### src/common/eth_switch_pkg.sv
// Shared widths, route and FSM enums, register offsets and protocol constants

package eth_switch_pkg;

  ////////////////////////////////////////////////////////////
  // Stream and register widths
  ////////////////////////////////////////////////////////////

  // One 64-bit stream word
  typedef logic [63:0] beat_t;

  // Byte count of the last beat
  typedef logic [3:0]  user_t;

  typedef logic [47:0] mac_t;
  typedef logic [15:0] ethertype_t;

  typedef logic [13:0] reg_addr_t;
  typedef logic [31:0] reg_data_t;

  ////////////////////////////////////////////////////////////
  // Ingress destination and ingress FSM
  ////////////////////////////////////////////////////////////

  typedef enum logic [1:0] {
    ROUTE_VITA,
    ROUTE_CPU,
    ROUTE_XO,
    ROUTE_DROP
  } route_e;

  typedef enum logic [1:0] {
    IDLE,
    HEAD,
    FWD,
    DROP
  } route_state_e;

  ////////////////////////////////////////////////////////////
  // Register map, offsets from BASE
  ////////////////////////////////////////////////////////////

  localparam reg_addr_t REG_MAC_LSB        = 14'h0000;
  localparam reg_addr_t REG_MAC_MSB        = 14'h0004;
  localparam reg_addr_t REG_BRIDGE_MAC_LSB = 14'h1010;
  localparam reg_addr_t REG_BRIDGE_MAC_MSB = 14'h1014;
  localparam reg_addr_t REG_BRIDGE_ENABLE  = 14'h1020;

  // Protocol constants
  localparam ethertype_t ETHERTYPE_IPV4 = 16'h0800;
  localparam mac_t       MAC_BROADCAST  = 48'hffff_ffff_ffff;

  // 00:80:2f:16:c5:2f
  localparam mac_t       DEFAULT_MAC    = 48'h0080_2f16_c52f;

endpackage

### src/common/axis_if.sv
// Valid/ready stream interface with master, slave and monitor modports

`timescale 1ns/1ps

interface axis_if import eth_switch_pkg::*; ();

  beat_t tdata;
  user_t tuser;
  logic  tlast;
  logic  tvalid;
  logic  tready;

  // Driver side
  modport mst (output tdata, tuser, tlast, tvalid, input tready);

  // Receiver side
  modport slv (input tdata, tuser, tlast, tvalid, output tready);

  // Observer only, sees the handshake but drives nothing
  modport mon (input tdata, tuser, tlast, tvalid, tready);

endinterface

### src/hw/eth_switch_regs.sv
// Device and bridge MAC registers, bridge enable, read-back and active MAC select

`timescale 1ns/1ps

module eth_switch_regs import eth_switch_pkg::*; #(
  parameter reg_addr_t BASE             = '0,
  parameter mac_t      DEFAULT_MAC_ADDR = DEFAULT_MAC
) (
  input  logic      clk,
  input  logic      reset,

  input  logic      i_reg_wr_req,
  input  reg_addr_t i_reg_wr_addr,
  input  reg_data_t i_reg_wr_data,

  input  logic      i_reg_rd_req,
  input  reg_addr_t i_reg_rd_addr,
  output logic      o_reg_rd_resp,
  output reg_data_t o_reg_rd_data,

  output mac_t      o_active_mac
);

  // Absolute addresses
  localparam reg_addr_t ADDR_MAC_LSB        = BASE + REG_MAC_LSB;
  localparam reg_addr_t ADDR_MAC_MSB        = BASE + REG_MAC_MSB;
  localparam reg_addr_t ADDR_BRIDGE_MAC_LSB = BASE + REG_BRIDGE_MAC_LSB;
  localparam reg_addr_t ADDR_BRIDGE_MAC_MSB = BASE + REG_BRIDGE_MAC_MSB;
  localparam reg_addr_t ADDR_BRIDGE_ENABLE  = BASE + REG_BRIDGE_ENABLE;

  mac_t      dev_mac;
  mac_t      bridge_mac;
  logic      bridge_en;
  reg_data_t rd_mux;
  logic      rd_hit;

  ////////////////////////////////////////////////////////////
  // Write side
  ////////////////////////////////////////////////////////////

  always_ff @(posedge clk) begin
    if (reset) begin
      dev_mac    <= DEFAULT_MAC_ADDR;
      bridge_mac <= DEFAULT_MAC_ADDR;
      bridge_en  <= 1'b0;
    end else if (i_reg_wr_req) begin
      case (i_reg_wr_addr)
        ADDR_MAC_LSB:        dev_mac[31:0]     <= i_reg_wr_data;
        ADDR_MAC_MSB:        dev_mac[47:32]    <= i_reg_wr_data[15:0];
        ADDR_BRIDGE_MAC_LSB: bridge_mac[31:0]  <= i_reg_wr_data;
        ADDR_BRIDGE_MAC_MSB: bridge_mac[47:32] <= i_reg_wr_data[15:0];
        ADDR_BRIDGE_ENABLE:  bridge_en         <= i_reg_wr_data[0];
        default: ;
      endcase
    end
  end

  ////////////////////////////////////////////////////////////
  // Read side
  ////////////////////////////////////////////////////////////

  // Address decode where unmapped addresses never answer
  always_comb begin
    rd_hit = 1'b1;
    rd_mux = '0;
    case (i_reg_rd_addr)
      ADDR_MAC_LSB:        rd_mux = dev_mac[31:0];
      ADDR_MAC_MSB:        rd_mux = {16'b0, dev_mac[47:32]};
      ADDR_BRIDGE_MAC_LSB: rd_mux = bridge_mac[31:0];
      ADDR_BRIDGE_MAC_MSB: rd_mux = {16'b0, bridge_mac[47:32]};
      ADDR_BRIDGE_ENABLE:  rd_mux = {31'b0, bridge_en};
      default:             rd_hit = 1'b0;
    endcase
  end

  // Response one cycle after the request and one cycle wide
  always_ff @(posedge clk) begin
    if (reset) begin
      o_reg_rd_resp <= 1'b0;
    end else begin
      o_reg_rd_resp <= i_reg_rd_req && rd_hit;
    end
  end

  always_ff @(posedge clk) begin
    if (i_reg_rd_req) begin
      o_reg_rd_data <= rd_mux;
    end
  end

  // Bridge mode swaps in the bridge MAC for matching
  assign o_active_mac = bridge_en ? bridge_mac : dev_mac;

  a_rd_resp_single : assert property (@(posedge clk) disable iff (reset)
    o_reg_rd_resp |=> !o_reg_rd_resp);

endmodule

### src/dispatch/eth_classify.sv
// Frame destination decision from the destination MAC and ethertype beats

`timescale 1ns/1ps

module eth_classify import eth_switch_pkg::*; (
  input  logic   clk,
  input  logic   reset,
  axis_if.mon    i_rx,
  input  mac_t   i_active_mac,
  output route_e o_route,
  output logic   o_route_valid
);

  logic beat_acc;
  logic sof_q;
  logic hdr_q;
  logic mac_hit_q;
  logic bcast_q;
  logic runt_q;

  assign beat_acc = i_rx.tvalid && i_rx.tready;

  // Frame position tracking
  always_ff @(posedge clk) begin
    if (reset) begin
      sof_q <= 1'b1;
      hdr_q <= 1'b0;
    end else begin
      if (beat_acc) begin
        sof_q <= i_rx.tlast;
      end
      // Header phase lasts until beat 1 is taken, or one cycle for a runt
      if (beat_acc && sof_q) begin
        hdr_q <= 1'b1;
      end else if (hdr_q && (runt_q || beat_acc)) begin
        hdr_q <= 1'b0;
      end
    end
  end

  // Beat 0 match results
  always_ff @(posedge clk) begin
    if (beat_acc && sof_q) begin
      mac_hit_q <= (i_rx.tdata[47:0] == i_active_mac);
      bcast_q   <= (i_rx.tdata[47:0] == MAC_BROADCAST);
      runt_q    <= i_rx.tlast;
    end
  end

  ////////////////////////////////////////////////////////////
  // Decision while beat 1 is on the bus
  ////////////////////////////////////////////////////////////

  always_comb begin
    if (runt_q) begin
      o_route = ROUTE_DROP;
    end else if (mac_hit_q) begin
      o_route = (i_rx.tdata[15:0] == ETHERTYPE_IPV4) ? ROUTE_VITA : ROUTE_CPU;
    end else if (bcast_q) begin
      o_route = ROUTE_CPU;
    end else begin
      o_route = ROUTE_XO;
    end
  end

  // Runt needs no beat 1 to decide
  assign o_route_valid = hdr_q && (runt_q || i_rx.tvalid);

endmodule

### src/dispatch/eth_route.sv
// Ingress FSM holding beat 0 and steering each frame to VITA, CPU or crossover

`timescale 1ns/1ps

module eth_route import eth_switch_pkg::*; (
  input  logic   clk,
  input  logic   reset,
  axis_if.slv    i_rx,
  input  route_e i_route,
  input  logic   i_route_valid,
  axis_if.mst    o_vita,
  axis_if.mst    o_cpu,
  axis_if.mst    o_xo
);

  route_state_e state;
  route_e       route_q;
  logic         hold_vld;
  beat_t        hold_data;
  user_t        hold_user;
  logic         hold_last;
  logic         sel_ready;
  logic         out_vld;
  beat_t        out_data;
  user_t        out_user;
  logic         out_last;
  logic         rx_acc;

  always_comb begin
    case (route_q)
      ROUTE_VITA: sel_ready = o_vita.tready;
      ROUTE_CPU:  sel_ready = o_cpu.tready;
      ROUTE_XO:   sel_ready = o_xo.tready;
      default:    sel_ready = 1'b0;
    endcase
  end

  // Held beat 0 goes first, then the input passes straight through
  assign out_vld  = (state == FWD) && (hold_vld || i_rx.tvalid);
  assign out_data = hold_vld ? hold_data : i_rx.tdata;
  assign out_user = hold_vld ? hold_user : i_rx.tuser;
  assign out_last = hold_vld ? hold_last : i_rx.tlast;

  assign i_rx.tready = (state == IDLE) ||
                       ((state == FWD) && !hold_vld && sel_ready) ||
                       ((state == DROP) && !hold_last);
  assign rx_acc = i_rx.tvalid && i_rx.tready;

  ////////////////////////////////////////////////////////////
  // Ingress FSM
  ////////////////////////////////////////////////////////////

  always_ff @(posedge clk) begin
    if (reset) begin
      state    <= IDLE;
      route_q  <= ROUTE_DROP;
      hold_vld <= 1'b0;
    end else begin
      case (state)
        IDLE: if (rx_acc) state <= HEAD;
        HEAD: begin
          if (i_route_valid) begin
            route_q <= i_route;
            if (i_route == ROUTE_DROP) begin
              state <= DROP;
            end else begin
              state    <= FWD;
              hold_vld <= 1'b1;
            end
          end
        end
        FWD: begin
          if (hold_vld && sel_ready) begin
            hold_vld <= 1'b0;
            if (hold_last) state <= IDLE;
          end else if (!hold_vld && rx_acc && i_rx.tlast) begin
            state <= IDLE;
          end
        end
        // Discard what is left of the frame
        DROP: if (hold_last || (rx_acc && i_rx.tlast)) state <= IDLE;
        default: state <= IDLE;
      endcase
    end
  end

  // Beat 0 store
  always_ff @(posedge clk) begin
    if (state == IDLE && rx_acc) begin
      hold_data <= i_rx.tdata;
      hold_user <= i_rx.tuser;
      hold_last <= i_rx.tlast;
    end
  end

  assign o_vita.tvalid = out_vld && (route_q == ROUTE_VITA);
  assign o_vita.tdata  = out_data;
  assign o_vita.tuser  = out_user;
  assign o_vita.tlast  = out_last;
  assign o_cpu.tvalid  = out_vld && (route_q == ROUTE_CPU);
  assign o_cpu.tdata   = out_data;
  assign o_cpu.tuser   = out_user;
  assign o_cpu.tlast   = out_last;
  assign o_xo.tvalid   = out_vld && (route_q == ROUTE_XO);
  assign o_xo.tdata    = out_data;
  assign o_xo.tuser    = out_user;
  assign o_xo.tlast    = out_last;

  a_one_output : assert property (@(posedge clk) disable iff (reset)
    $onehot0({o_vita.tvalid, o_cpu.tvalid, o_xo.tvalid}));

endmodule

### src/hw/eth_tx_arbiter.sv
// Round-robin packet merge of CPU, VITA and crossover streams into one output slice

`timescale 1ns/1ps

module eth_tx_arbiter import eth_switch_pkg::*; (
  input  logic clk,
  input  logic reset,
  axis_if.slv  i_cpu,
  axis_if.slv  i_vita,
  axis_if.slv  i_xo,
  axis_if.mst  o_tx
);

  logic [2:0] src_valid;
  logic [1:0] last_q;
  logic [1:0] grant_q;
  logic       active_q;
  logic [1:0] pick;
  logic       pick_ok;
  logic [1:0] sel;
  logic       sel_valid;
  beat_t      sel_data;
  user_t      sel_user;
  logic       sel_last;
  logic       slice_ready;
  logic       src_go;
  logic       src_acc;

  assign src_valid = {i_xo.tvalid, i_vita.tvalid, i_cpu.tvalid};

  // Next valid source after the last one granted
  always_comb begin
    int idx;
    pick    = 2'd0;
    pick_ok = 1'b0;
    for (int k = 1; k <= 3; k++) begin
      idx = (int'(last_q) + k) % 3;
      if (!pick_ok && src_valid[idx]) begin
        pick    = 2'(idx);
        pick_ok = 1'b1;
      end
    end
  end

  // Locked grant holds until tlast
  assign sel = active_q ? grant_q : pick;

  always_comb begin
    case (sel)
      2'd1:    {sel_valid, sel_data, sel_user, sel_last} =
                 {i_vita.tvalid, i_vita.tdata, i_vita.tuser, i_vita.tlast};
      2'd2:    {sel_valid, sel_data, sel_user, sel_last} =
                 {i_xo.tvalid, i_xo.tdata, i_xo.tuser, i_xo.tlast};
      default: {sel_valid, sel_data, sel_user, sel_last} =
                 {i_cpu.tvalid, i_cpu.tdata, i_cpu.tuser, i_cpu.tlast};
    endcase
  end

  assign slice_ready  = !o_tx.tvalid || o_tx.tready;
  assign src_go       = slice_ready && (active_q || pick_ok);
  assign src_acc      = src_go && sel_valid;
  assign i_cpu.tready  = src_go && (sel == 2'd0);
  assign i_vita.tready = src_go && (sel == 2'd1);
  assign i_xo.tready   = src_go && (sel == 2'd2);

  always_ff @(posedge clk) begin
    if (reset) begin
      last_q      <= 2'd2;
      grant_q     <= 2'd0;
      active_q    <= 1'b0;
      o_tx.tvalid <= 1'b0;
    end else begin
      if (src_acc) begin
        active_q <= !sel_last;
        grant_q  <= sel;
        if (sel_last) last_q <= sel;
      end
      if (slice_ready) o_tx.tvalid <= src_acc;
    end
  end

  // Output slice payload
  always_ff @(posedge clk) begin
    if (src_acc) begin
      o_tx.tdata <= sel_data;
      o_tx.tuser <= sel_user;
      o_tx.tlast <= sel_last;
    end
  end

  a_grant_locked : assert property (@(posedge clk) disable iff (reset)
    (src_acc && !sel_last) |=> (sel == $past(sel)));

endmodule

### src/hw/eth_switch.sv
// Switch top level with plain stream and register ports, interfaces and instances

`timescale 1ns/1ps

module eth_switch import eth_switch_pkg::*; #(
  parameter reg_addr_t BASE             = '0,
  parameter mac_t      DEFAULT_MAC_ADDR = DEFAULT_MAC
) (
  input  logic      clk,
  input  logic      reset,

  // Register port
  input  logic      i_reg_wr_req,
  input  reg_addr_t i_reg_wr_addr,
  input  reg_data_t i_reg_wr_data,
  input  logic      i_reg_rd_req,
  input  reg_addr_t i_reg_rd_addr,
  output logic      o_reg_rd_resp,
  output reg_data_t o_reg_rd_data,

  // Ethernet receive
  input  beat_t i_eth_rx_tdata,
  input  user_t i_eth_rx_tuser,
  input  logic  i_eth_rx_tlast,
  input  logic  i_eth_rx_tvalid,
  output logic  o_eth_rx_tready,

  // To VITA router, CPU and crossover
  output beat_t o_e2v_tdata,
  output logic  o_e2v_tlast,
  output logic  o_e2v_tvalid,
  input  logic  i_e2v_tready,
  output beat_t o_e2c_tdata,
  output user_t o_e2c_tuser,
  output logic  o_e2c_tlast,
  output logic  o_e2c_tvalid,
  input  logic  i_e2c_tready,
  output beat_t o_xo_tdata,
  output user_t o_xo_tuser,
  output logic  o_xo_tlast,
  output logic  o_xo_tvalid,
  input  logic  i_xo_tready,

  // From CPU, VITA router and crossover
  input  beat_t i_c2e_tdata,
  input  user_t i_c2e_tuser,
  input  logic  i_c2e_tlast,
  input  logic  i_c2e_tvalid,
  output logic  o_c2e_tready,
  input  beat_t i_v2e_tdata,
  input  logic  i_v2e_tlast,
  input  logic  i_v2e_tvalid,
  output logic  o_v2e_tready,
  input  beat_t i_xi_tdata,
  input  user_t i_xi_tuser,
  input  logic  i_xi_tlast,
  input  logic  i_xi_tvalid,
  output logic  o_xi_tready,

  // Ethernet transmit
  output beat_t o_eth_tx_tdata,
  output user_t o_eth_tx_tuser,
  output logic  o_eth_tx_tlast,
  output logic  o_eth_tx_tvalid,
  input  logic  i_eth_tx_tready
);

  axis_if rx_if ();
  axis_if e2v_if ();
  axis_if e2c_if ();
  axis_if xo_if ();
  axis_if c2e_if ();
  axis_if v2e_if ();
  axis_if xi_if ();
  axis_if tx_if ();

  mac_t   active_mac;
  route_e route;
  logic   route_valid;

  ////////////////////////////////////////////////////////////
  // Plain ports onto interfaces
  ////////////////////////////////////////////////////////////

  assign rx_if.tdata     = i_eth_rx_tdata;
  assign rx_if.tuser     = i_eth_rx_tuser;
  assign rx_if.tlast     = i_eth_rx_tlast;
  assign rx_if.tvalid    = i_eth_rx_tvalid;
  assign o_eth_rx_tready = rx_if.tready;

  // VITA side carries no byte count
  assign o_e2v_tdata   = e2v_if.tdata;
  assign o_e2v_tlast   = e2v_if.tlast;
  assign o_e2v_tvalid  = e2v_if.tvalid;
  assign e2v_if.tready = i_e2v_tready;
  assign o_e2c_tdata   = e2c_if.tdata;
  assign o_e2c_tuser   = e2c_if.tuser;
  assign o_e2c_tlast   = e2c_if.tlast;
  assign o_e2c_tvalid  = e2c_if.tvalid;
  assign e2c_if.tready = i_e2c_tready;
  assign o_xo_tdata    = xo_if.tdata;
  assign o_xo_tuser    = xo_if.tuser;
  assign o_xo_tlast    = xo_if.tlast;
  assign o_xo_tvalid   = xo_if.tvalid;
  assign xo_if.tready  = i_xo_tready;

  assign c2e_if.tdata  = i_c2e_tdata;
  assign c2e_if.tuser  = i_c2e_tuser;
  assign c2e_if.tlast  = i_c2e_tlast;
  assign c2e_if.tvalid = i_c2e_tvalid;
  assign o_c2e_tready  = c2e_if.tready;
  // VITA frames leave with tuser zero
  assign v2e_if.tdata  = i_v2e_tdata;
  assign v2e_if.tuser  = '0;
  assign v2e_if.tlast  = i_v2e_tlast;
  assign v2e_if.tvalid = i_v2e_tvalid;
  assign o_v2e_tready  = v2e_if.tready;
  assign xi_if.tdata   = i_xi_tdata;
  assign xi_if.tuser   = i_xi_tuser;
  assign xi_if.tlast   = i_xi_tlast;
  assign xi_if.tvalid  = i_xi_tvalid;
  assign o_xi_tready   = xi_if.tready;

  assign o_eth_tx_tdata  = tx_if.tdata;
  assign o_eth_tx_tuser  = tx_if.tuser;
  assign o_eth_tx_tlast  = tx_if.tlast;
  assign o_eth_tx_tvalid = tx_if.tvalid;
  assign tx_if.tready    = i_eth_tx_tready;

  ////////////////////////////////////////////////////////////
  // Instances
  ////////////////////////////////////////////////////////////

  eth_switch_regs #(
    .BASE             (BASE),
    .DEFAULT_MAC_ADDR (DEFAULT_MAC_ADDR)
  ) u_regs (
    .clk           (clk),
    .reset         (reset),
    .i_reg_wr_req  (i_reg_wr_req),
    .i_reg_wr_addr (i_reg_wr_addr),
    .i_reg_wr_data (i_reg_wr_data),
    .i_reg_rd_req  (i_reg_rd_req),
    .i_reg_rd_addr (i_reg_rd_addr),
    .o_reg_rd_resp (o_reg_rd_resp),
    .o_reg_rd_data (o_reg_rd_data),
    .o_active_mac  (active_mac)
  );

  eth_classify u_classify (
    .clk           (clk),
    .reset         (reset),
    .i_rx          (rx_if.mon),
    .i_active_mac  (active_mac),
    .o_route       (route),
    .o_route_valid (route_valid)
  );

  eth_route u_route (
    .clk           (clk),
    .reset         (reset),
    .i_rx          (rx_if.slv),
    .i_route       (route),
    .i_route_valid (route_valid),
    .o_vita        (e2v_if.mst),
    .o_cpu         (e2c_if.mst),
    .o_xo          (xo_if.mst)
  );

  eth_tx_arbiter u_tx_arbiter (
    .clk    (clk),
    .reset  (reset),
    .i_cpu  (c2e_if.slv),
    .i_vita (v2e_if.slv),
    .i_xo   (xi_if.slv),
    .o_tx   (tx_if.mst)
  );

endmodule

### config.mk
export PLATFORM = sky130hd
export DESIGN_NAME = eth_switch
export DESIGN_NICKNAME = d
export VERILOG_FILES = /design/src/common/eth_switch_pkg.sv /design/src/common/axis_if.sv /design/src/hw/eth_switch_regs.sv /design/src/dispatch/eth_classify.sv /design/src/dispatch/eth_route.sv /design/src/hw/eth_tx_arbiter.sv /design/src/hw/eth_switch.sv
export SDC_FILE = /design/constraint.sdc
export NUM_CORES = 1
export LEC_CHECK = 0
export BUFFER_PORTS_ARGS = -buffer_cell sky130_fd_sc_hd__buf_2
export CAP_MARGIN = 10
export CELL_PAD_IN_SITES_DETAIL_PLACEMENT = 0
export CELL_PAD_IN_SITES_GLOBAL_PLACEMENT = 1
export CORE_AREA = 3 3 254 256
export DETAILED_ROUTE_END_ITERATION = 7
export DIE_AREA = 0 0 257 259
export GPL_ROUTABILITY_DRIVEN = 0
export PLACE_DENSITY_LB_ADDON = 0.25
export SETUP_SLACK_MARGIN = 0.3
export SYNTH_ARGS = -nofsm -noshare
export SYNTH_HDL_FRONTEND = slang
export SYNTH_SLANG_ARGS = --single-unit
### constraint.sdc
create_clock -name clk -period 8.8 [get_ports clk]
set_input_delay 0.44 -clock clk [delete_from_list [all_inputs] [get_ports clk]]
set_output_delay 0.44 -clock clk [all_outputs]
set_load 0.05 [all_outputs]
==> Yosys cells after proc, flatten, opt, wreduce, memory -nomap -nowiden <==
Cells that the tools add are included.
{ "totals": {"word_cells": 160, "output_inout_bits": 313, "reg_bits": 284} }
{ "op_classes": {"div_mod_pow": 3, "n_reduce_logical": 55, "eq_ne": 26, "n_mux": 45, "n_lt_le_gt_ge": 3, "add_sub_neg": 3} }
{ "op_table": {"columns": ["op", "n"], "rows": [
  ["$pmux 32 s5", 1],
  ["$pmux 64 s2", 1],
  ["$lt 32x4->1 const B", 3],
  ["$mod 32x3->32 const B", 3],
  ["$eq 14x13->1 const B", 6],
  ["$mux 64", 1],
  ["$eq 48x48->1", 1],
  ["$eq 48x48->1 const B", 1],
  ["$mux 48", 1],
  ["$eq 14x3->1 const B", 2],
  ["$logic_not 14->1", 2],
  ["$mux 2", 13],
  ["$logic_and 1x1->1", 24],
  ["$mux 1", 18],
  ["$eq 16x12->1 const B", 1],
  ["$reduce_and 2->1", 7],
  ["$eq 2x2->1 const B", 5],
  ["$ne 2x2->1 const B", 5],
  ["$logic_or 1x1->1", 8],
  ["$pmux 2 s4", 1],
  ["$pmux 4 s2", 1],
  ["$add 2x2->3 const B", 2],
  ["$bmux 1 s2", 3],
  ["$eq 2x1->1 const B", 3],
  ["other kinds (12)", 22]
]} }

==> Logic depth before layout (Yosys ltp) <==
Gate-level depths: netlist (run 1).
{ "logic_depth": {"word_depth": 17, "depth_mapped": 16, "mapped_depth_nobuf": 15} }

==> Cells and area by module <==
Synthesis (run 1) repeated with hierarchy kept, for this count alone.
{ "unflattened": {"hier_cells": 1454, "area_unflattened_um2": 15150.8} }
{ "modules_own_cells": {"columns": ["module", "cells_each", "seq_area_each_um2", "instances", "area_per_inst_um2"], "rows": [
  ["eth_switch_regs", 645, 2922.8, 1, 6064.6],
  ["eth_route", 325, 2172.1, 1, 4301.6],
  ["eth_tx_arbiter", 381, 2192.1, 1, 3902.5],
  ["eth_classify", 102, 130.1, 1, 878.3],
  ["eth_switch", 1, 0.0, 1, 3.8]
]} }

==> Worst setup path after synthesis (run 1) <==
No wires, ideal clock.
{ "synth_path": {"path_kind": "in2reg", "start": "input port i_eth_rx_tvalid", "end": "register u_route.hold_data[0] (enable)", "arrival_ns": 5.741, "setup_slack_ns": 2.464, "cell_stages": 2, "setup_time_ns": 0.595, "required_time_ns": 8.205, "cell_sequence": "clkbuf_1 nor3b_1"} }
{ "synth_via": {"elab_chain_cells": 2} }
{ "synth_lines": {"columns": ["element", "line", "text"], "rows": [
  ["from (decl)", "eth_switch.sv:25", "input logic i_eth_rx_tvalid,"],
  ["$logic_and 1x1->1", "eth_route.sv:47", "assign rx_acc = i_rx.tvalid && i_rx.tready;"],
  ["$logic_and 1x1->1", "eth_route.sv:89", "if (state == IDLE && rx_acc) begin"],
  ["to (signal assigned)", "eth_route.sv:90", "hold_data <= i_rx.tdata;"],
  ["to (decl)", "eth_route.sv:19", "beat_t hold_data;"]
]} }
Every way passes these cells.
A chain may end at the register's enable or synchronous reset.

==> Worst setup path after layout (run 1) <==
{ "layout_path": {"start": "register u_tx_arbiter.last_q[0]", "end": "register u_tx_arbiter.o_tx.tdata[31] (enable)"} }
{ "layout_via": {"elab_chain_cells": 16, "elab_cells_between_ends": 32, "cone_classes": "3 x add/sub; 3 x div; 2 x eq/ne; 17 x mux; 7 x reduce/logical"} }
{ "layout_lines": {"columns": ["element", "line", "text"], "rows": [
  ["from (decl)", "eth_tx_arbiter.sv:15", "logic [1:0] last_q;"],
  ["from (signal assigned)", "eth_tx_arbiter.sv:76", "if (sel_last) last_q <= sel;"],
  ["$add 2x1->3", "eth_tx_arbiter.sv:37", "idx = (int'(last_q) + k) % 3;"],
  ["$mod 32x3->32", "eth_tx_arbiter.sv:37", null],
  ["$bmux 1 s2", "eth_tx_arbiter.sv:38", "if (!pick_ok && src_valid[idx]) begin"],
  ["$mux 1 (not written as such) (2 in a row)", "eth_tx_arbiter.sv:38", null],
  ["$mux 1", "eth_tx_arbiter.sv:38", null],
  ["$logic_not 1->1", "eth_tx_arbiter.sv:38", null],
  ["$logic_and 1x1->1", "eth_tx_arbiter.sv:38", null],
  ["$mux 1", "eth_tx_arbiter.sv:38", null],
  ["$logic_not 1->1", "eth_tx_arbiter.sv:38", null],
  ["$logic_and 1x1->1", "eth_tx_arbiter.sv:38", null],
  ["$mux 2", "eth_tx_arbiter.sv:38", null],
  ["$mux 2", "eth_tx_arbiter.sv:46", "assign sel = active_q ? grant_q : pick;"],
  ["$eq 2x2->1 / $eq 2x1->1 (equally long branches)", "eth_tx_arbiter.sv:49", "case (sel)"],
  ["$pmux 1 s2", "eth_tx_arbiter.sv:49", null],
  ["$logic_and 1x1->1 *", "eth_tx_arbiter.sv:61", "assign src_acc = src_go && sel_valid;"],
  ["net u_tx_arbiter.src_acc", "eth_tx_arbiter.sv:27", "logic src_acc;"],
  ["to (signal assigned)", "eth_tx_arbiter.sv:85", "o_tx.tdata <= sel_data;"],
  ["to (decl)", "axis_if.sv:14", "modport mst (output tdata, tuser, tlast, tvalid, input tready);"]
]} }
The timed path passes the listed nets; every way through them passes the cells marked *. The select of a mux whose other input is x is not followed.

==> results of run 1 <==
-- how the worst min path moves through the flow --
stage,to,slack [ps],cells past startpoint
2_1_floorplan,u_tx_arbiter.grant_q[1],430,2
3_3_place_gp,u_tx_arbiter.grant_q[1],450,2
3_5_place_dp,u_regs.dev_mac[6],460,2
4_1_cts,u_route.hold_data[53],40,1
5_1_grt,u_route.hold_data[63],60,1
6_report,u_route.hold_data[53],90,1
-- kinds of logic after synthesis --
| group | synth area share |
|---|---|
| and+or+nand+nor | 0.139 |
| DFF | 0.513 |
| AOI/OAI and AO/OA | 0.111 |
| buffers and inverters | 0.0987 |
| muxes | 0.102 |
| xor gates and xnor gates | 0.0297 |
| adders and majority gates | 0.00520 |
-- final cells by class --
cell class	count	area, um2
clock buffers	49	1030
fillers	6629	43900
inverters	16	60.1
flip-flops and latches	284	7420
multi-input cells	880	5660
repair buffers	668	3370
diodes	5	12.5
well taps	846	1060
clock inverters	19	243
-- registers in the layout, indices dropped and copies added, names as in the netlist, 2 cells and up --
signal	flops
u_tx_arbiter.grant_q	2
u_tx_arbiter.o_tx.tuser	4
u_regs.o_reg_rd_data	32
u_tx_arbiter.o_tx.tdata	64
u_route.state	2
u_route.hold_user	4
u_regs.dev_mac	48
u_route.hold_data	64
u_regs.bridge_mac	48
u_route.route_q	2
u_tx_arbiter.last_q	2
-- per-layer routing --
metal,vias to the layer above,share of wire,track usage
li1,5898,-,-
met3,82,0.083,0.0496
met4,6,0.032,0.0639
met1,5989,0.37,0.177
met2,626,0.52,0.303
met5,-,0.00085,0
-- through the flow --
step           instances  cell area, um2   util
2_1_floorplan       1398           14400      -
3_3_place_gp        2694           17600  0.280
3_5_place_dp        2694           17600  0.280
4_1_cts             2762           18900  0.300
5_1_grt             2767           18900  0.301
6_report            2767           18900  0.301
-- cell usage in the layout, fill, tap and decap left out, drive strengths merged, types with 4 or more instances in the layout --
cell    Yosys  final
nor4b       4      4
nor2b       4      4
mux2i      71     71
mux2       68     68
nor2      102    102
nand3      42     42
a222oi     15     15
nand2b      4      4
o21ai      12     12
xnor2      48     48
a22oi      66     66
nor3b       4      4
ha          6      6
dfxtp     111    111
nand2     206    206
bufinv      0      5
nand4      16     16
clkinv      1     11
a22o       17     17
clkbuf     60     49
and3        4      4
inv        15     18
edfxtp    173    173
diode       0      5
buf       158    668
nand3b      4      4
a21oi     117    117
and2        5      5
nor4       22     22
nor3       15     15
-- power by group through the flow --
stage          sequential [mW]  combinational, mW  clock, mW
5_1_grt                   2.05               2.78       1.69
4_1_cts                   2.03               2.59       1.65
6_report                  2.02               2.57       1.59
2_1_floorplan             2.67               1.34          0
3_5_place_dp              2.05               2.59          0
3_3_place_gp              2.05               2.57          0
-- worst register-to-register path, cell delays in order, from the launching register on --
cell,delay [ps]
sky130_fd_sc_hd__dfxtp_1,380
sky130_fd_sc_hd__inv_1,60
sky130_fd_sc_hd__ha_1,420
sky130_fd_sc_hd__nor2b_1,220
sky130_fd_sc_hd__o21a_1,190
sky130_fd_sc_hd__nor2_1,50
sky130_fd_sc_hd__a221oi_1,350
sky130_fd_sc_hd__a2bb2oi_1,490
sky130_fd_sc_hd__ha_2,260
sky130_fd_sc_hd__buf_4,550
sky130_fd_sc_hd__a22oi_1,140
sky130_fd_sc_hd__a21oi_1,290
sky130_fd_sc_hd__nand2_1,120
sky130_fd_sc_hd__inv_2,160
sky130_fd_sc_hd__buf_4,680
-- cell usage after synthesis, drive strengths merged (15+ instances only) --
cell	instances	area, um2
a22oi	66	495
nand4	16	100
xnor2	48	420
a22o	17	149
nand3	42	215
a222oi	15	150
nand2	206	773
mux2i	71	711
clkbuf	60	225
nor4	22	178
inv	15	56.3
nor3	15	103
buf	158	1140
mux2	68	766
nor2	102	383
dfxtp	111	2220
a21oi	117	586
edfxtp	173	5190
==> metrics.txt, run 1 <==
# TYPE chip_impl_metric gauge
chip_impl_info{name="status",value="complete, no violations"} 1
chip_impl_metric{name="routedWlPerCell",unit="um"} 20.9
chip_impl_metric{name="synthesis.yosys.warnings",unit=""} 0
chip_impl_metric{name="core-area",unit="um2"} 62700
chip_impl_metric{name="critical_path.max_stage_delay",unit="ps"} 680
chip_impl_metric{name="cts_inserted_buffers",unit=""} 37
chip_impl_metric{name="seq_area_frac_synth",unit=""} 0.513
chip_impl_info{name="most_used_cell_cp",value="sky130_fd_sc_hd__buf_4"} 1
chip_impl_metric{name="leakage",unit="nW"} 7.63
chip_impl_metric{name="number_of_synthesized_register_bits",unit=""} 284
chip_impl_metric{name="power_frac_seq",unit=""} 0.327
chip_impl_info{name="reg2reg_end",value="u_tx_arbiter.o_tx.tdata[31]"} 1
chip_impl_metric{name="grt_antenna_before_repair",unit=""} 11
chip_impl_metric{name="io_buffer_count",unit=""} 656
chip_impl_metric{name="drt-pass1-iter-count",unit=""} 5
chip_impl_metric{name="grt_max_degree",unit=""} 98
chip_impl_metric{name="clock_sink_count",unit=""} 284
chip_impl_metric{name="grt_usage",unit=""} 0.165
chip_impl_metric{name="drv_slew",unit=""} 0
chip_impl_metric{name="global_route_wire_length_before_repair",unit="um"} 82100
chip_impl_metric{name="dp_slack",unit="ps"} 4020
chip_impl_metric{name="clock_latency",unit="ps"} 550
chip_impl_metric{name="worst-path-stages",unit=""} 14
chip_impl_metric{name="cts_resized",unit=""} 0
chip_impl_metric{name="drt-total-wl",unit="um"} 57900
chip_impl_metric{name="power.switching_fraction",unit=""} 0.433
chip_impl_info{name="hp-class",value="input pin to flip-flop"} 1
chip_impl_metric{name="maxCapViolCount",unit=""} 0
chip_impl_metric{name="clkSlewWorstSetupHoldPaths",unit="ps"} 60
chip_impl_metric{name="dr.first_iter.drc_count",unit=""} 626
chip_impl_info{name="hold_path.startpoint",value="i_eth_rx_tdata[53]"} 1
chip_impl_metric{name="maxClockFrequency",unit="MHz"} 208
chip_impl_metric{name="fp.dieW",unit="um"} 257
chip_impl_metric{name="power_report.internal_total",unit="mW"} 3.50
chip_impl_metric{name="syn_to_final_growth",unit="%"} 30.6
chip_impl_info{name="critPathCapture",value="u_tx_arbiter.o_tx.tdata[31]"} 1
chip_impl_metric{name="finalSetupViolations",unit=""} 0
chip_impl_metric{name="top_level_i_o_count",unit=""} 657
chip_impl_info{name="crit_slowest_cell",value="sky130_fd_sc_hd__buf_4"} 1
chip_impl_metric{name="report.final.hold_viol_count",unit=""} 0
chip_impl_metric{name="design_power_total",unit="mW"} 6.18
chip_impl_metric{name="power.share.combinational",unit=""} 0.416
chip_impl_info{name="setup.worst_path.start",value="u_tx_arbiter.last_q[0]"} 1
chip_impl_metric{name="avgViaCountPerCell",unit=""} 4.55
chip_impl_metric{name="worst-r2r-setup-slack",unit="ps"} 4000
chip_impl_metric{name="cts_hold_buf",unit=""} 0
chip_impl_metric{name="total_switching_power",unit="mW"} 2.67
chip_impl_metric{name="ff2ff_path_depth",unit=""} 14
chip_impl_metric{name="yosys.cell_types.count",unit=""} 58
chip_impl_metric{name="starting_density_of_the_core",unit=""} 0.230
chip_impl_metric{name="dieHeight",unit="um"} 259
chip_impl_metric{name="finalSetupTns",unit="ps"} 0
chip_impl_metric{name="layout_min_cycle_time",unit="ps"} 4800
chip_impl_metric{name="power.density_cell_area",unit="nW/um2"} 327
chip_impl_metric{name="mappedNetlistArea",unit="um2"} 14400
chip_impl_info{name="synth_flop_type",value="sky130_fd_sc_hd__edfxtp_1"} 1
chip_impl_info{name="cts_tree",value="built"} 1
chip_impl_metric{name="worstPathMaxFanout",unit=""} 71
chip_impl_metric{name="postRouteAntennaNets",unit=""} 0
chip_impl_metric{name="slew_headroom",unit=""} 0.311
chip_impl_metric{name="die_area",unit="um2"} 66600
chip_impl_metric{name="std_cell_rows",unit=""} 92
chip_impl_metric{name="detailed_place_hpwl",unit="um"} 44000
chip_impl_metric{name="timing.critical_path.buf_inv",unit=""} 4
chip_impl_info{name="timing.critical_path.cells",value="inv_1 -> ha_1 -> nor2b_1 -> o21a_1 -> nor2_1 -> a221oi_1 -> a2bb2oi_1 -> ha_2 -> buf_4 -> a22oi_1 -> a21oi_1 -> nand2_1 -> inv_2 -> buf_4"} 1
chip_impl_info{name="crit_type",value="flip-flop to flip-flop"} 1
chip_impl_metric{name="vdd.ir_drop.worst",unit="mV"} 0.256
chip_impl_metric{name="worstPathArrival",unit="ps"} 4960
chip_impl_info{name="rsz0062_at_grt",value="false"} 1
chip_impl_info{name="cpLargestDelayFamily",value="compound AO/OA/AOI/OAI gates"} 1
chip_impl_metric{name="global_route_total_overflow",unit=""} 0
chip_impl_metric{name="syn-num-nets",unit=""} 1748
chip_impl_metric{name="via_count",unit=""} 12600
chip_impl_metric{name="final.setup_skew",unit="ps"} 24.0
chip_impl_metric{name="worst_slew_pin_slew",unit="ps"} 1030
chip_impl_metric{name="synth-edff-count",unit=""} 173
chip_impl_metric{name="syn_area_cell",unit="um2"} 10.3
chip_impl_metric{name="period_share",unit=""} 0.545
chip_impl_metric{name="post-route-worst-setup-slack",unit="ps"} 4000
chip_impl_metric{name="clock_tree.buffer_depth",unit=""} 3
chip_impl_metric{name="final_net_count",unit=""} 2237
chip_impl_metric{name="p_clk_frac",unit=""} 0.257
chip_impl_metric{name="postSynthCellCount",unit=""} 1398
chip_impl_metric{name="post_route_cells_drive_above_1_share",unit=""} 0.426
chip_impl_metric{name="crit_required",unit="ps"} 8960
chip_impl_metric{name="postCtsSetupBuffers",unit=""} 0
chip_impl_metric{name="grt_pass1_vias",unit=""} 12600
chip_impl_metric{name="ys_async_sr_fraction",unit=""} 0
chip_impl_info{name="rr_startpoint",value="u_tx_arbiter.last_q[0]"} 1
chip_impl_metric{name="post-route-drc-count",unit=""} 0
chip_impl_metric{name="h-tree-depth",unit=""} 2
chip_impl_info{name="end_kind",value="flip-flop"} 1
chip_impl_info{name="cts_root_buf",value="sky130_fd_sc_hd__clkbuf_16"} 1
chip_impl_info{name="worstSetupStartpointType",value="flip-flop"} 1
chip_impl_metric{name="worst_hold_slack_across_all_endpoints",unit="ps"} 91.2
(Power assumes the default switching activity.)
==> run 2, diff against run 1 <==
Clock period 8.8 ns to 4.85 ns, I/O delays scaled along.
==> run 2 against run 1 <==
Effect of this change:
- power is 81% higher
- hold slack worse by 46 ps
- count of clock-buffer cells in the layout is 3 higher
- sequential power grew 82%
- design area rose by 6.0%
- first-iteration DRC count grew 18%
- flip-flop and latch count stayed put
==> metrics.txt, run 2 (synthesis results as in run 1) <==
# TYPE chip_impl_metric gauge
chip_impl_info{name="status",value="complete, no violations"} 1
chip_impl_info{name="cts_tree",value="built"} 1
chip_impl_metric{name="worst_slew_pin_slew",unit="ps"} 1070
chip_impl_metric{name="period_share",unit=""} 0.851
chip_impl_info{name="critPathCapture",value="o_xi_tready"} 1
chip_impl_info{name="cpLargestDelayFamily",value="compound AO/OA/AOI/OAI gates"} 1
chip_impl_metric{name="dieHeight",unit="um"} 259
chip_impl_metric{name="critical_path.max_stage_delay",unit="ps"} 470
chip_impl_metric{name="final.setup_skew",unit="ps"} 20.8
chip_impl_metric{name="via_count",unit=""} 13000
chip_impl_metric{name="avgViaCountPerCell",unit=""} 4.51
chip_impl_metric{name="std_cell_rows",unit=""} 92
chip_impl_metric{name="syn_to_final_growth",unit="%"} 38.4
chip_impl_metric{name="final_net_count",unit=""} 2359
chip_impl_metric{name="layout_min_cycle_time",unit="ps"} 4130
chip_impl_metric{name="finalSetupTns",unit="ps"} 0
chip_impl_info{name="crit_slowest_cell",value="sky130_fd_sc_hd__a221oi_1"} 1
chip_impl_metric{name="finalSetupViolations",unit=""} 0
chip_impl_metric{name="ff2ff_path_depth",unit=""} 13
chip_impl_info{name="timing.critical_path.cells",value="inv_1 -> ha_1 -> nor2b_1 -> o21a_1 -> nor2_1 -> a221oi_1 -> a2bb2oi_2 -> ha_2 -> buf_6 -> and2_1 -> buf_2"} 1
chip_impl_metric{name="maxClockFrequency",unit="MHz"} 242
chip_impl_metric{name="grt_antenna_before_repair",unit=""} 10
chip_impl_metric{name="design_power_total",unit="mW"} 11.2
chip_impl_metric{name="clock_sink_count",unit=""} 284
chip_impl_info{name="worstSetupStartpointType",value="flip-flop"} 1
chip_impl_metric{name="worst-r2r-setup-slack",unit="ps"} 870
chip_impl_info{name="rsz0062_at_grt",value="false"} 1
chip_impl_metric{name="drt-pass1-iter-count",unit=""} 8
chip_impl_metric{name="timing.critical_path.buf_inv",unit=""} 3
chip_impl_metric{name="report.final.hold_viol_count",unit=""} 0
chip_impl_info{name="cts_root_buf",value="sky130_fd_sc_hd__clkbuf_16"} 1
chip_impl_info{name="reg2reg_end",value="u_tx_arbiter.o_tx.tdata[25]"} 1
chip_impl_metric{name="routedWlPerCell",unit="um"} 21.1
chip_impl_metric{name="worst-path-stages",unit=""} 11
chip_impl_metric{name="post-route-drc-count",unit=""} 0
chip_impl_metric{name="post_route_cells_drive_above_1_share",unit=""} 0.401
chip_impl_metric{name="global_route_total_overflow",unit=""} 0
chip_impl_metric{name="h-tree-depth",unit=""} 2
chip_impl_metric{name="clkSlewWorstSetupHoldPaths",unit="ps"} 60
chip_impl_info{name="end_kind",value="primary output"} 1
chip_impl_metric{name="detailed_place_hpwl",unit="um"} 45200
chip_impl_metric{name="grt_usage",unit=""} 0.174
chip_impl_metric{name="io_buffer_count",unit=""} 656
chip_impl_metric{name="crit_required",unit="ps"} 4610
chip_impl_metric{name="vdd.ir_drop.worst",unit="mV"} 0.465
chip_impl_metric{name="core-area",unit="um2"} 62700
chip_impl_metric{name="leakage",unit="nW"} 8.09
chip_impl_metric{name="slew_headroom",unit=""} 0.284
chip_impl_metric{name="die_area",unit="um2"} 66600
chip_impl_metric{name="grt_pass1_vias",unit=""} 13100
chip_impl_metric{name="maxCapViolCount",unit=""} 0
chip_impl_metric{name="worstPathMaxFanout",unit=""} 69
chip_impl_info{name="rr_startpoint",value="u_tx_arbiter.last_q[0]"} 1
chip_impl_metric{name="worstPathArrival",unit="ps"} 3880
chip_impl_metric{name="power.density_cell_area",unit="nW/um2"} 560
chip_impl_metric{name="drv_slew",unit=""} 0
chip_impl_metric{name="global_route_wire_length_before_repair",unit="um"} 86900
chip_impl_metric{name="whs_path_depth",unit=""} 1
chip_impl_metric{name="top_level_i_o_count",unit=""} 657
chip_impl_info{name="hp-class",value="input pin to flip-flop"} 1
chip_impl_info{name="largest_registers",value="u_route.hold_data x64, u_tx_arbiter.o_tx.tdata x64"} 1
chip_impl_info{name="setup.worst_path.start",value="u_tx_arbiter.last_q[0]"} 1
chip_impl_metric{name="postRouteAntennaNets",unit=""} 0
chip_impl_metric{name="grt_max_degree",unit=""} 119
chip_impl_metric{name="starting_density_of_the_core",unit=""} 0.230
chip_impl_metric{name="clock_tree.buffer_depth",unit=""} 3
chip_impl_info{name="mostFrequentLayoutCells",value="sky130_fd_sc_hd__buf_2, sky130_fd_sc_hd__nand2_1, sky130_fd_sc_hd__edfxtp_1"} 1
chip_impl_info{name="crit_type",value="flip-flop to primary output"} 1
chip_impl_metric{name="cts_inserted_buffers",unit=""} 37
chip_impl_info{name="mostFrequentLayoutCell",value="sky130_fd_sc_hd__buf_2"} 1
chip_impl_metric{name="fp.dieW",unit="um"} 257
chip_impl_metric{name="postCtsSetupBuffers",unit=""} 0
chip_impl_metric{name="drt-total-wl",unit="um"} 61000
chip_impl_metric{name="dr.first_iter.drc_count",unit=""} 740
chip_impl_metric{name="clock_latency",unit="ps"} 550
-- run 2: final cells by class --
cell class	instances	area, um2
fill	6492	42700
tap	846	1060
timing repair buffer	790	4620
clock buffer	52	1010
clock inverter	15	135
antenna	7	17.5
multi-input combinational	880	5680
sequential	284	7420
inverter	16	60.1
-- run 2: power breakdown --
part	internal, mW	switching (mW)
combinational	1.21	3.65
clock	1.57	1.10
sequential	3.48	0.190
total	6.26	4.95
-- run 2: worst min path at each step --
| stage | startpoint | endpoint | slack [ps] |
|---|---|---|---|
| 6_report | i_eth_rx_tdata[2] | u_route.hold_data[2] | 50 |
| 5_1_grt | i_c2e_tdata[21] | u_tx_arbiter.o_tx.tdata[21] | 20 |
| 4_1_cts | i_c2e_tdata[45] | u_tx_arbiter.o_tx.tdata[45] | 0.2 |
| 3_5_place_dp | i_eth_rx_tdata[53] | u_route.hold_data[53] | 430 |
| 3_3_place_gp | i_eth_rx_tuser[3] | u_route.hold_user[3] | 440 |
| 2_1_floorplan | i_eth_rx_tlast | u_classify.runt_q | 340 |
-- run 2: per-layer routing --
layer  up-vias  GRT usage  wire (um)
li1       6139          -          -
met1      6184      0.191      22600
met2       628      0.318      31200
met3        89     0.0437       4730
met4         2     0.0753       2410
met5         -          0         13
-- run 2: timing repair --
item                       in CTS  in global routing
hold buffers                  120                  0
hold endpoints to repair      186                  0
setup endpoints to repair       0                  2
gates resized for setup         0                  2
-- run 2: through the flow --
step / utilization / setup WS, ps / instances / area (um2) / hold slack [ps]
finish: 0.319 / 725 / 2890 / 20000 / 45.6
global route: 0.319 / 372 / 2889 / 20000 / 22.2
CTS: 0.318 / 302 / 2883 / 20000 / 0.190
detailed placement: 0.281 / 757 / 2696 / 17600 / 434
global placement: 0.281 / 879 / 2696 / 17600 / 436
floorplan: - / 1080 / 1398 / 14500 / 341
